===== config.mk =====
export PLATFORM = sky130hd
export DESIGN_NAME = rapid_cpu
export DESIGN_NICKNAME = d
export VERILOG_FILES = /design/src/rapid_isa_pkg.sv /design/src/rapid_bus_pkg.sv /design/src/rapid_cpu.sv /design/src/rapid_result.sv /design/src/rapid_execute.sv /design/src/rapid_regfile.sv /design/src/rapid_decode.sv /design/src/rapid_fetch.sv
export SDC_FILE = /design/constraint.sdc
export NUM_CORES = 2
export LEC_CHECK = 0
export BUFFER_PORTS_ARGS = -buffer_cell sky130_fd_sc_hd__clkbuf_2
export CELL_PAD_IN_SITES_DETAIL_PLACEMENT = 1
export CELL_PAD_IN_SITES_GLOBAL_PLACEMENT = 1
export CORE_ASPECT_RATIO = 1.2
export CORE_MARGIN = 4
export CORE_UTILIZATION = 42
export CTS_CLUSTER_DIAMETER = 50
export DETAILED_ROUTE_END_ITERATION = 8
export PLACE_DENSITY = 0.77
export SYNTH_ARGS = -nofsm -noshare
export SYNTH_HDL_FRONTEND = slang
export SYNTH_SLANG_ARGS = --single-unit

===== constraint.sdc =====
create_clock -name i_clk -period 13.4 [get_ports i_clk]
set_input_delay 2.68 -clock i_clk [delete_from_list [all_inputs] [get_ports i_clk]]
set_output_delay 2.68 -clock i_clk [all_outputs]
set_load 0.1 [all_outputs]

===== src/rapid_isa_pkg.sv =====
package rapid_isa_pkg;

    // machine word, also the width of instruction and data addresses
    localparam int XLEN      = 32;
    // sixteen architectural registers
    localparam int REG_IDX_W = 4;
    // immediate field, sign-extended or shifted up by lui
    localparam int IMM_W     = 16;

    // opcodes 14 and 15 are unnamed and decode as nop
    typedef enum logic [3:0] {
        OP_NOP  = 4'd0,
        OP_ADD  = 4'd1,
        OP_SUB  = 4'd2,
        OP_AND  = 4'd3,
        OP_OR   = 4'd4,
        OP_XOR  = 4'd5,
        OP_SLT  = 4'd6,
        OP_ADDI = 4'd7,
        OP_LUI  = 4'd8,
        OP_LW   = 4'd9,
        OP_SW   = 4'd10,
        OP_BEQ  = 4'd11,
        OP_BNE  = 4'd12,
        OP_JAL  = 4'd13
    } opcode_e;

    typedef enum logic [2:0] {
        ALU_ADD,
        ALU_SUB,
        ALU_AND,
        ALU_OR,
        ALU_XOR,
        ALU_SLT,
        ALU_PASS_IMM
    } alu_op_e;

    // instruction word layout, msb first
    typedef struct packed {
        opcode_e              opcode;
        logic [REG_IDX_W-1:0] rd;
        logic [REG_IDX_W-1:0] rs1;
        logic [REG_IDX_W-1:0] rs2;
        logic [IMM_W-1:0]     imm;
    } instr_s;

    // decode stage output, held in the execute register
    typedef struct packed {
        logic                 valid;
        logic [XLEN-1:0]      pc;
        logic [REG_IDX_W-1:0] rd;
        logic                 rd_we;
        logic [REG_IDX_W-1:0] rs1;
        logic [REG_IDX_W-1:0] rs2;
        alu_op_e              alu_op;
        // operand b comes from the immediate, not rs2
        logic                 use_imm;
        logic                 is_load;
        logic                 is_store;
        logic                 is_branch_eq;
        logic                 is_branch_ne;
        logic                 is_jal;
        logic [XLEN-1:0]      imm;
    } decode_s;

    // execute stage output, consumed by the result stage
    typedef struct packed {
        logic                 valid;
        logic [REG_IDX_W-1:0] rd;
        logic                 rd_we;
        // alu result, link value, or word address for loads and stores
        logic [XLEN-1:0]      result;
        logic [XLEN-1:0]      store_data;
        logic                 is_load;
        logic                 is_store;
    } exec_s;

endpackage

===== src/rapid_bus_pkg.sv =====
package rapid_bus_pkg;

    import rapid_isa_pkg::XLEN;

    // wishbone classic, master to slave
    // full words only, so no sel lines
    typedef struct packed {
        logic            cyc;
        logic            stb;
        logic            we;
        logic [XLEN-1:0] adr;
        logic [XLEN-1:0] dat;
    } wb_m2s_s;

    // wishbone classic, slave to master
    typedef struct packed {
        logic            ack;
        logic [XLEN-1:0] dat;
    } wb_s2m_s;

endpackage


===== src/rapid_cpu.sv =====
`timescale 1ns/1ns

// rapid core top level
// fetch -> decode -> execute -> result, one advance signal for all
module rapid_cpu import rapid_isa_pkg::*, rapid_bus_pkg::*; #(
    parameter logic [XLEN-1:0] RESET_PC = '0
) (
    input  logic            i_clk,
    input  logic            i_arst_n,
    // asynchronous instruction port
    output logic [XLEN-1:0] o_imem_addr,
    input  logic [XLEN-1:0] i_imem_data,
    // wishbone classic data port
    output wb_m2s_s         o_wb,
    input  wb_s2m_s         i_wb
);

    // low only while a load or store waits for ack
    logic                 advance;
    // redirect from execute, also kills the word in decode
    logic                 pc_load;
    logic [XLEN-1:0]      pc_target;
    // register file read side
    logic [REG_IDX_W-1:0] rs1_idx;
    logic [REG_IDX_W-1:0] rs2_idx;
    logic [XLEN-1:0]      rs1_data;
    logic [XLEN-1:0]      rs2_data;
    // stage bundles
    decode_s              dec;
    exec_s                exec;
    // retiring write, to the register file and to forwarding
    logic                 rf_we;
    logic [REG_IDX_W-1:0] rf_idx;
    logic [XLEN-1:0]      rf_data;

    rapid_fetch #(
        .RESET_PC(RESET_PC)
    ) u_fetch (
        .i_clk      (i_clk),
        .i_arst_n   (i_arst_n),
        .i_advance  (advance),
        .i_pc_load  (pc_load),
        .i_pc_target(pc_target),
        .o_pc       (o_imem_addr)
    );

    // word for o_imem_addr arrives in the same cycle
    rapid_decode u_decode (
        .i_clk    (i_clk),
        .i_arst_n (i_arst_n),
        .i_advance(advance),
        .i_flush  (pc_load),
        .i_pc     (o_imem_addr),
        .i_instr  (i_imem_data),
        .o_rs1_idx(rs1_idx),
        .o_rs2_idx(rs2_idx),
        .o_dec    (dec)
    );

    rapid_regfile u_regfile (
        .i_clk     (i_clk),
        .i_arst_n  (i_arst_n),
        .i_rs1_idx (rs1_idx),
        .i_rs2_idx (rs2_idx),
        .i_we      (rf_we),
        .i_rd_idx  (rf_idx),
        .i_rd_data (rf_data),
        .o_rs1_data(rs1_data),
        .o_rs2_data(rs2_data)
    );

    rapid_execute u_execute (
        .i_clk      (i_clk),
        .i_arst_n   (i_arst_n),
        .i_advance  (advance),
        .i_dec      (dec),
        .i_rs1_data (rs1_data),
        .i_rs2_data (rs2_data),
        .i_fwd_we   (rf_we),
        .i_fwd_idx  (rf_idx),
        .i_fwd_data (rf_data),
        .o_pc_load  (pc_load),
        .o_pc_target(pc_target),
        .o_exec     (exec)
    );

    rapid_result u_result (
        .i_clk    (i_clk),
        .i_arst_n (i_arst_n),
        .i_exec   (exec),
        .i_wb     (i_wb),
        .o_wb     (o_wb),
        .o_advance(advance),
        .o_rf_we  (rf_we),
        .o_rf_idx (rf_idx),
        .o_rf_data(rf_data)
    );

endmodule


===== src/rapid_result.sv =====
`timescale 1ns/1ns

// result stage
// wishbone classic master for lw and sw, pipeline stall, write-back
module rapid_result import rapid_isa_pkg::*, rapid_bus_pkg::*; (
    input  logic                 i_clk,
    input  logic                 i_arst_n,
    input  exec_s                i_exec,
    input  wb_s2m_s              i_wb,
    output wb_m2s_s              o_wb,
    // high whenever every stage may move
    output logic                 o_advance,
    output logic                 o_rf_we,
    output logic [REG_IDX_W-1:0] o_rf_idx,
    output logic [XLEN-1:0]      o_rf_data
);

    // open: a waiting access may request
    // gap: the cycle after ack, cyc stays low
    typedef enum logic {
        BUS_OPEN,
        BUS_GAP
    } bus_state_e;

    bus_state_e state_q;
    logic       mem_op;
    logic       req;
    logic       ack;

    //////////////////////////////
    // wishbone master
    //////////////////////////////

    assign mem_op = i_exec.valid & (i_exec.is_load | i_exec.is_store);
    // request in the first cycle the access sits here
    assign req    = mem_op & (state_q == BUS_OPEN);
    // ack outside a request is ignored
    assign ack    = req & i_wb.ack;

    // adr, we and dat come from the exec register, which holds
    // while advance is low, so they are stable until ack
    always_comb begin
        o_wb.cyc = req;
        o_wb.stb = req;
        o_wb.we  = i_exec.is_store;
        o_wb.adr = i_exec.result;
        o_wb.dat = i_exec.store_data;
    end

    always_ff @(posedge i_clk or negedge i_arst_n) begin
        if (!i_arst_n) begin
            state_q <= BUS_OPEN;
        end else if (ack) begin
            state_q <= BUS_GAP;
        end else begin
            state_q <= BUS_OPEN;
        end
    end

    // a back-to-back access also waits out the gap cycle
    assign o_advance = ~mem_op | ack;

    //////////////////////////////
    // write-back
    //////////////////////////////

    // also the forwarding source of execute
    // load data only counts in its ack cycle
    assign o_rf_we   = i_exec.valid & i_exec.rd_we & o_advance;
    assign o_rf_idx  = i_exec.rd;
    assign o_rf_data = i_exec.is_load ? i_wb.dat : i_exec.result;

endmodule


===== src/rapid_execute.sv =====
`timescale 1ns/1ns

// execute stage
// operand register, forwarding from the retiring instruction, alu,
// branch resolution and the exec_s register feeding the result stage
module rapid_execute import rapid_isa_pkg::*; (
    input  logic                 i_clk,
    input  logic                 i_arst_n,
    input  logic                 i_advance,
    input  decode_s              i_dec,
    input  logic [XLEN-1:0]      i_rs1_data,
    input  logic [XLEN-1:0]      i_rs2_data,
    // retiring write from the result stage
    input  logic                 i_fwd_we,
    input  logic [REG_IDX_W-1:0] i_fwd_idx,
    input  logic [XLEN-1:0]      i_fwd_data,
    output logic                 o_pc_load,
    output logic [XLEN-1:0]      o_pc_target,
    output exec_s                o_exec
);

    decode_s         dec_q;
    logic [XLEN-1:0] rs1_q;
    logic [XLEN-1:0] rs2_q;
    logic            fwd_rs1;
    logic            fwd_rs2;
    logic [XLEN-1:0] op_a;
    logic [XLEN-1:0] op_b_reg;
    logic [XLEN-1:0] op_b;
    logic [XLEN-1:0] alu_res;
    logic            eq;
    exec_s           exec_d;

    //////////////////////////////
    // operand register
    //////////////////////////////

    always_ff @(posedge i_clk or negedge i_arst_n) begin
        if (!i_arst_n) begin
            dec_q <= '0;
        end else if (i_advance) begin
            dec_q <= i_dec;
            // the instruction right behind a taken branch dies here
            dec_q.valid <= i_dec.valid & ~o_pc_load;
        end
    end

    always_ff @(posedge i_clk) begin
        if (i_advance) begin
            rs1_q <= i_rs1_data;
            rs2_q <= i_rs2_data;
        end
    end

    //////////////////////////////
    // forwarding and alu
    //////////////////////////////

    // producer one ahead is retiring now, its value is not in rs*_q yet
    // for a load this is only true in the ack cycle, which is also the
    // only cycle this stage advances
    assign fwd_rs1 = i_fwd_we && (dec_q.rs1 != '0) && (dec_q.rs1 == i_fwd_idx);
    assign fwd_rs2 = i_fwd_we && (dec_q.rs2 != '0) && (dec_q.rs2 == i_fwd_idx);

    assign op_a     = fwd_rs1 ? i_fwd_data : rs1_q;
    assign op_b_reg = fwd_rs2 ? i_fwd_data : rs2_q;
    assign op_b     = dec_q.use_imm ? dec_q.imm : op_b_reg;

    always_comb begin
        case (dec_q.alu_op)
            ALU_SUB:      alu_res = op_a - op_b;
            ALU_AND:      alu_res = op_a & op_b;
            ALU_OR:       alu_res = op_a | op_b;
            ALU_XOR:      alu_res = op_a ^ op_b;
            // signed compare, result is 0 or 1
            ALU_SLT:      alu_res = {{(XLEN-1){1'b0}}, $signed(op_a) < $signed(op_b)};
            ALU_PASS_IMM: alu_res = op_b;
            default:      alu_res = op_a + op_b;
        endcase
    end

    //////////////////////////////
    // branch resolution
    //////////////////////////////

    assign eq = (op_a == op_b_reg);

    // held until advance, fetch and decode only act on it then
    assign o_pc_load = dec_q.valid &
                       (dec_q.is_jal | (dec_q.is_branch_eq & eq) | (dec_q.is_branch_ne & ~eq));
    // relative to the branch's own pc
    assign o_pc_target = dec_q.pc + dec_q.imm;

    //////////////////////////////
    // result register
    //////////////////////////////

    always_comb begin
        exec_d.valid = dec_q.valid;
        exec_d.rd    = dec_q.rd;
        exec_d.rd_we = dec_q.rd_we;
        // jal links to the next word
        exec_d.result     = dec_q.is_jal ? dec_q.pc + 1'b1 : alu_res;
        exec_d.store_data = op_b_reg;
        exec_d.is_load    = dec_q.is_load;
        exec_d.is_store   = dec_q.is_store;
    end

    always_ff @(posedge i_clk or negedge i_arst_n) begin
        if (!i_arst_n) begin
            o_exec <= '0;
        end else if (i_advance) begin
            o_exec <= exec_d;
        end
    end

endmodule


===== src/rapid_regfile.sv =====
`timescale 1ns/1ns

// 16 x 32 register file, two read ports and one write port
module rapid_regfile import rapid_isa_pkg::*; (
    input  logic                 i_clk,
    input  logic                 i_arst_n,
    input  logic [REG_IDX_W-1:0] i_rs1_idx,
    input  logic [REG_IDX_W-1:0] i_rs2_idx,
    input  logic                 i_we,
    input  logic [REG_IDX_W-1:0] i_rd_idx,
    input  logic [XLEN-1:0]      i_rd_data,
    output logic [XLEN-1:0]      o_rs1_data,
    output logic [XLEN-1:0]      o_rs2_data
);

    logic [XLEN-1:0] regs [2**REG_IDX_W];

    // r0 is never written
    always_ff @(posedge i_clk or negedge i_arst_n) begin
        if (!i_arst_n) begin
            for (int i = 0; i < 2**REG_IDX_W; i++) begin
                regs[i] <= '0;
            end
        end else if (i_we && (i_rd_idx != '0)) begin
            regs[i_rd_idx] <= i_rd_data;
        end
    end

    // write-first, the retiring value is seen by decode in the same cycle
    // so an instruction two behind its producer needs no forwarding
    assign o_rs1_data = (i_rs1_idx == '0) ? '0 :
                        (i_we && (i_rd_idx == i_rs1_idx)) ? i_rd_data : regs[i_rs1_idx];
    assign o_rs2_data = (i_rs2_idx == '0) ? '0 :
                        (i_we && (i_rd_idx == i_rs2_idx)) ? i_rd_data : regs[i_rs2_idx];

endmodule


===== src/rapid_decode.sv =====
`timescale 1ns/1ns

// decode stage
// holds the fetched word and its pc, drives the register file read
// indices and expands the word into decode_s
module rapid_decode import rapid_isa_pkg::*; (
    input  logic                 i_clk,
    input  logic                 i_arst_n,
    input  logic                 i_advance,
    // kill the word being fetched, a branch resolved this cycle
    input  logic                 i_flush,
    input  logic [XLEN-1:0]      i_pc,
    input  logic [XLEN-1:0]      i_instr,
    output logic [REG_IDX_W-1:0] o_rs1_idx,
    output logic [REG_IDX_W-1:0] o_rs2_idx,
    output decode_s              o_dec
);

    instr_s          instr_q;
    logic [XLEN-1:0] pc_q;
    logic            valid_q;
    logic [XLEN-1:0] imm_sext;
    logic [XLEN-1:0] imm_lui;

    // register-register opcodes to alu function
    function automatic alu_op_e alu_of(input opcode_e op);
        case (op)
            OP_SUB:  return ALU_SUB;
            OP_AND:  return ALU_AND;
            OP_OR:   return ALU_OR;
            OP_XOR:  return ALU_XOR;
            OP_SLT:  return ALU_SLT;
            default: return ALU_ADD;
        endcase
    endfunction

    //////////////////////////////
    // fetch word register
    //////////////////////////////

    // word resets to nop so nothing undefined reaches the decoder
    always_ff @(posedge i_clk or negedge i_arst_n) begin
        if (!i_arst_n) begin
            instr_q <= '0;
            valid_q <= 1'b0;
        end else if (i_advance) begin
            instr_q <= instr_s'(i_instr);
            valid_q <= ~i_flush;
        end
    end

    // own pc of the word, base of branch targets and jal link
    always_ff @(posedge i_clk) begin
        if (i_advance) begin
            pc_q <= i_pc;
        end
    end

    // register file is read straight from the held word
    assign o_rs1_idx = instr_q.rs1;
    assign o_rs2_idx = instr_q.rs2;

    //////////////////////////////
    // decoder
    //////////////////////////////

    assign imm_sext = {{(XLEN-IMM_W){instr_q.imm[IMM_W-1]}}, instr_q.imm};
    // lui puts the field in the upper half
    assign imm_lui  = {instr_q.imm, {(XLEN-IMM_W){1'b0}}};

    always_comb begin
        // defaults give a nop: no write, no memory access, no redirect
        o_dec        = '0;
        o_dec.valid  = valid_q;
        o_dec.pc     = pc_q;
        o_dec.rd     = instr_q.rd;
        o_dec.rs1    = instr_q.rs1;
        o_dec.rs2    = instr_q.rs2;
        o_dec.alu_op = ALU_ADD;
        o_dec.imm    = imm_sext;
        case (instr_q.opcode)
            OP_ADD, OP_SUB, OP_AND, OP_OR, OP_XOR, OP_SLT: begin
                o_dec.rd_we  = 1'b1;
                o_dec.alu_op = alu_of(instr_q.opcode);
            end
            OP_ADDI: begin
                o_dec.rd_we   = 1'b1;
                o_dec.use_imm = 1'b1;
            end
            OP_LUI: begin
                o_dec.rd_we   = 1'b1;
                o_dec.use_imm = 1'b1;
                o_dec.alu_op  = ALU_PASS_IMM;
                o_dec.imm     = imm_lui;
            end
            // address is rs1 plus immediate
            OP_LW: begin
                o_dec.rd_we   = 1'b1;
                o_dec.use_imm = 1'b1;
                o_dec.is_load = 1'b1;
            end
            // store data comes from rs2
            OP_SW: begin
                o_dec.use_imm  = 1'b1;
                o_dec.is_store = 1'b1;
            end
            OP_BEQ: o_dec.is_branch_eq = 1'b1;
            OP_BNE: o_dec.is_branch_ne = 1'b1;
            OP_JAL: begin
                o_dec.rd_we  = 1'b1;
                o_dec.is_jal = 1'b1;
            end
            // nop, 14 and 15
            default: ;
        endcase
    end

endmodule


===== src/rapid_fetch.sv =====
`timescale 1ns/1ns

// program counter of the fetch stage
// o_pc goes straight out as the instruction address, the word
// comes back in the same cycle and is caught by the decode register
module rapid_fetch import rapid_isa_pkg::*; #(
    parameter logic [XLEN-1:0] RESET_PC = '0
) (
    input  logic            i_clk,
    input  logic            i_arst_n,
    // low while the result stage waits on the data bus
    input  logic            i_advance,
    // taken branch or jal from execute
    input  logic            i_pc_load,
    input  logic [XLEN-1:0] i_pc_target,
    output logic [XLEN-1:0] o_pc
);

    //////////////////////////////
    // pc register
    //////////////////////////////

    // word addressed, so sequential fetch is pc plus one
    // a redirect is only taken together with advance, otherwise the
    // branch sits in execute and is seen again next cycle
    always_ff @(posedge i_clk or negedge i_arst_n) begin
        if (!i_arst_n) begin
            o_pc <= RESET_PC;
        end else if (i_advance) begin
            if (i_pc_load) begin
                // target on the port in the cycle after resolve
                o_pc <= i_pc_target;
            end else begin
                o_pc <= o_pc + 1'b1;
            end
        end
        // stalled, address holds and the slave keeps returning the same word
    end

endmodule


==> summary.txt <==
==============================================================================
Number of buffers added to fix hold violations after cts                     0
Layout-stage area growth over the synthesis result                       9.99%
Crit-path max FO                                                            33
Detailed Route WL                                                       180 mm
Post-Synth Simple-Gate Area                                              13.3%
Capturing element type of the critical path                           register
Worst-Margin Slew                                                      1.32 ns
Cells after synthesis                                                     5049
Async set or reset register ratio after synthesis                        88.5%
Cells along the critical path                                     clkbuf_2, nand2b_1, a221oi_4, buf_4, nand2_2, buf_4, nor2_1, a21oi_1, o21ai_0, ha_1, fa_1, a21oi_1, o21bai_1, a2111oi_0, o41ai_1, a21oi_1, o31ai_1, a31oi_1, o31ai_1, o2111ai_1, a32o_1
Netlist cell types                                                          82
Share of post-route cells with drive strength above 1                    16.8%
Cell row count                                                             137
GR peak layer                                                             met2
Number of max-slew violations in the final report                            0
Overflow after GRT                                                           0
M1 GR Usage                                                              35.3%
Initial antenna violation count                                              2
Setup-violating endpoint count in the final report                           0
Final worst-path cycle share                                             67.0%
Biggest cell delay along the critical path                             0.85 ns
Min Tclk post-route                                                    8.97 ns
Initial Util                                                             42.2%
Leakage power                                                        0.0226 uW
Max clock buf depth                                                          3
First-pass GRT wire length                                              273 mm
Cell type with the highest aggregate area in the netlist          sky130_fd_sc_hd__dfrtp_1
Number of buffers inserted to repair setup after CTS                         0
Initial DRT Pass Iterations                                                  5
HPWL after DPL                                                          118 mm
Total clock sinks                                                          833
Clk slew on worst S/H paths                                            0.06 ns
Cell type of the slowest stage on the worst timing path           sky130_fd_sc_hd__o31ai_1
Power per cell area                                                283 nW/um^2
Cell area after layout                                             54000 sq um
Final hold vios                                                              0
Clock Skew                                                           0.0419 ns
Iteration-0 DRC count of the detailed router                              3355
Hold Startpoint                                                   u_regfile.regs[490]$_DFFE_PN0P_
Sum of buffers and inverters on the critical path                            3
Number of enable flip-flop cells after synthesis                            96
Count of inserted antenna diode cells                                        0
Mapped Area                                                        49100 sq um
Synth top area share                                                     37.6%
Master cell of the clock root buffer                              sky130_fd_sc_hd__clkbuf_16
Sequential cell area fraction in the yosys report                        43.5%
Post-CTS resize count                                                        0
Peak clock frequency supported by timing                             0.111 GHz
Unrepaired setup endpoints after global routing                             no
Number of nets at the end of the flow                                     5113
Total number of H-tree levels                                                3
Number of nets with antenna violations after detailed routing                0
Worst min-delay path category                                          reg2reg
RR Startpoint                                                     u_execute.o_exec[68]$_DFFE_PN0N_
IR Drop Worst-Case VDD                                                0.163 mV
Residual DRC                                                                 0
Drt via density                                                           6.23
Adder and majority cell fraction of the synthesized area                 3.41%
CTS tree                                                                  done
GRT Total Usage                                                          29.2%
Net Count, Synth                                                          5248
I/O pin total                                                              166
Met3 Usage GRT                                                           4.33%
Maximum number of pins on one net before global-route repair               102
Die boundary height                                                     382 um
Worst path arrival time                                                9.55 ns
Mux share of post-synthesis cell area                                    16.0%
Placer congestion estimate                                               0.948
Startpoint class of the critical path                                input pin
Max-cap viol count                                                           0
Start-to-end type of the worst setup path                               in2reg
Vias in the first global route                                           42900
Main combinational cell family by area after synthesis            compound AO/OA/AOI/OAI gates
Floorplan die area                                                122000 sq um
Leading post-synthesis cells by cell area                         sky130_fd_sc_hd__dfrtp_1 38%, sky130_fd_sc_hd__mux4_2 15%, sky130_fd_sc_hd__a21oi_1 6.4%
Number of placed instances, taps included                                 6343
Number of register bits inferred by synthesis                              833
Worst slew margin relative to its limit                                  11.6%
Status                                                            finished clean
Worst hold margin                                                     0.394 ns
TNS Setup                                                                 0 ns
Die boundary width                                                      320 um
Met2 GRT Util                                                            48.7%
Required time of the worst setup path                                 13.98 ns
Yosys warnings                                                               0
Number of buffers created by CTS                                            98
Core Footprint                                                    116000 sq um
Crit-path most repeated cell                                      sky130_fd_sc_hd__a21oi_1
Number of standard cells in the final layout excluding fillers            6527
Count of port buffers added during placement                               165
Xor/xnor cell area share of the yosys netlist                            2.02%
Total vias in the final route                                            40700
Average detailed-routed wire length per instance                       27.6 um
Main synth FF type                                                sky130_fd_sc_hd__dfrtp_1
CP delay by family, top                                           compound AO/OA/AOI/OAI gates
First element of the critical path                                    i_wb[32]
Area after DPL                                                     50700 sq um
Share of the synthesized area in compound gates (AO/OA/AOI/OAI)          16.1%
Insertion delay of the later-clocked pin in the worst-skew pair        0.71 ns
Mean cell area of the mapped netlist                                9.72 sq um
==============================================================================
[registers in the layout, indices dropped and copies added (netlist names), 4 cells and up]
name and cells:
u_execute.rs2_q 32, u_decode.o_rs1_idx 4, u_execute.rs1_q 32, u_decode.o_dec 4, u_decode.o_rs2_idx 4, u_execute.dec_q 87
u_fetch.o_pc 32, u_execute.o_exec 72, u_decode.imm_lui 16, u_decode.pc_q 32, u_decode.instr_q 4, u_regfile.regs 512
[cells in the mapped netlist (all sizes together), types with 17 or more instances]
cell / number
mux4: 320
edfxtp: 96
o21bai: 20
nand4: 17
a221oi: 23
and3: 29
nand3: 84
a21o: 34
nor2: 619
o21ai: 382
a211oi: 26
mux2i: 53
a21oi: 623
nor4: 17
a221o: 28
o21a: 22
ha: 129
nor3: 48
o211ai: 26
xor2: 43
buf: 125
clkbuf: 378
nand2b: 27
nand2: 666
inv: 161
xnor2: 70
o221ai: 26
dfrtp: 737
[routing by layer]
layer	wire, um	up-vias	share of wire [%]
met5	13	-	0.0072
met4	13600	2	7.5
li1	-	17600	-
met1	67900	21000	38
met3	10700	513	6.0
met2	88200	1527	49
[final cells by class]
cell class              count  area (sq um)
fillers                 12900         62200
repair buffers            268          1630
inverters                 162           616
clock buffers             129          2680
clock inverters            55           584
flip-flops and latches    833         21400
well taps                1529          1910
multi-input cells        3551         25200
[worst register-to-register path, stage by stage, from the launching register on]
cell and delay, ns:
sky130_fd_sc_hd__dfrtp_1 0.74, sky130_fd_sc_hd__xnor2_1 0.23, sky130_fd_sc_hd__and4_1 0.83, sky130_fd_sc_hd__nand2_2 0.60, sky130_fd_sc_hd__buf_4 0.43, sky130_fd_sc_hd__nor2_1 0.14
sky130_fd_sc_hd__a21oi_1 0.06, sky130_fd_sc_hd__o21ai_0 0.38, sky130_fd_sc_hd__ha_1 0.31, sky130_fd_sc_hd__fa_1 0.24, sky130_fd_sc_hd__a21oi_1 0.09, sky130_fd_sc_hd__o21bai_1 0.30
sky130_fd_sc_hd__a2111oi_0 0.21, sky130_fd_sc_hd__o41ai_1 0.74, sky130_fd_sc_hd__a21oi_1 0.31, sky130_fd_sc_hd__o31ai_1 0.85, sky130_fd_sc_hd__a31oi_1 0.29, sky130_fd_sc_hd__o31ai_1 0.52
sky130_fd_sc_hd__o2111ai_1 0.18, sky130_fd_sc_hd__a32o_1 0.29
[stage by stage]
| step | total power, uW | setup WS, ns | util [%] |
|---|---|---|---|
| global route | 16100 | 4.18 | 46.4 |
| finish | 15300 | 4.43 | 46.4 |
| CTS | 15200 | 4.66 | 46.4 |
| global placement | 12100 | 3.99 | 43.6 |
| floorplan | 10100 | 5.87 | - |
| detailed placement | 12400 | 3.97 | 43.6 |
[logic make-up after synthesis]
logic type	Yosys count
compound gates	1354
xor+xnor	113
fa+ha+maj	132
buf+inv	665
flops	833
mux	381
simple gates	1571
[final timing paths]
| check | slack [ns] | end | cells after the start |
|---|---|---|---|
| max in group asynchronous | 8.90 | u_execute.o_exec[1]$_DFFE_PN0N_ | 3 |
| setup / recovery | 4.43 | u_execute.o_exec[62]$_DFFE_PN0N_ | 21 |
| hold / removal | 0.39 | u_regfile.regs[490]$_DFFE_PN0P_ | 0 |
| min in group asynchronous | 1.98 | u_execute.o_exec[52]$_DFFE_PN0N_ | 1 |
| setup reg to reg | 5.56 | u_execute.o_exec[62]$_DFFE_PN0N_ | 19 |
| hold reg to reg | 0.39 | u_regfile.regs[490]$_DFFE_PN0P_ | 0 |
[where the power goes]
| group | internal [uW] | switching (uW) |
|---|---|---|
| logic | 2750 | 4950 |
| registers | 3730 | 1120 |
| clock network | 1560 | 1170 |
| total | 8040 | 7250 |
[layout by cell type (no fill, tap or decap), types with 81 or more instances in the layout]
cell type	n
sky130_fd_sc_hd__a21oi_1	622
sky130_fd_sc_hd__nand3_1	81
sky130_fd_sc_hd__edfxtp_1	96
sky130_fd_sc_hd__inv_1	161
sky130_fd_sc_hd__clkbuf_16	98
sky130_fd_sc_hd__o21ai_0	380
sky130_fd_sc_hd__nor2_1	610
sky130_fd_sc_hd__buf_4	101
sky130_fd_sc_hd__clkbuf_2	164
sky130_fd_sc_hd__dfrtp_1	725
sky130_fd_sc_hd__ha_1	129
sky130_fd_sc_hd__nand2_1	659
sky130_fd_sc_hd__mux4_2	320
(Power assumes the default switching activity.)
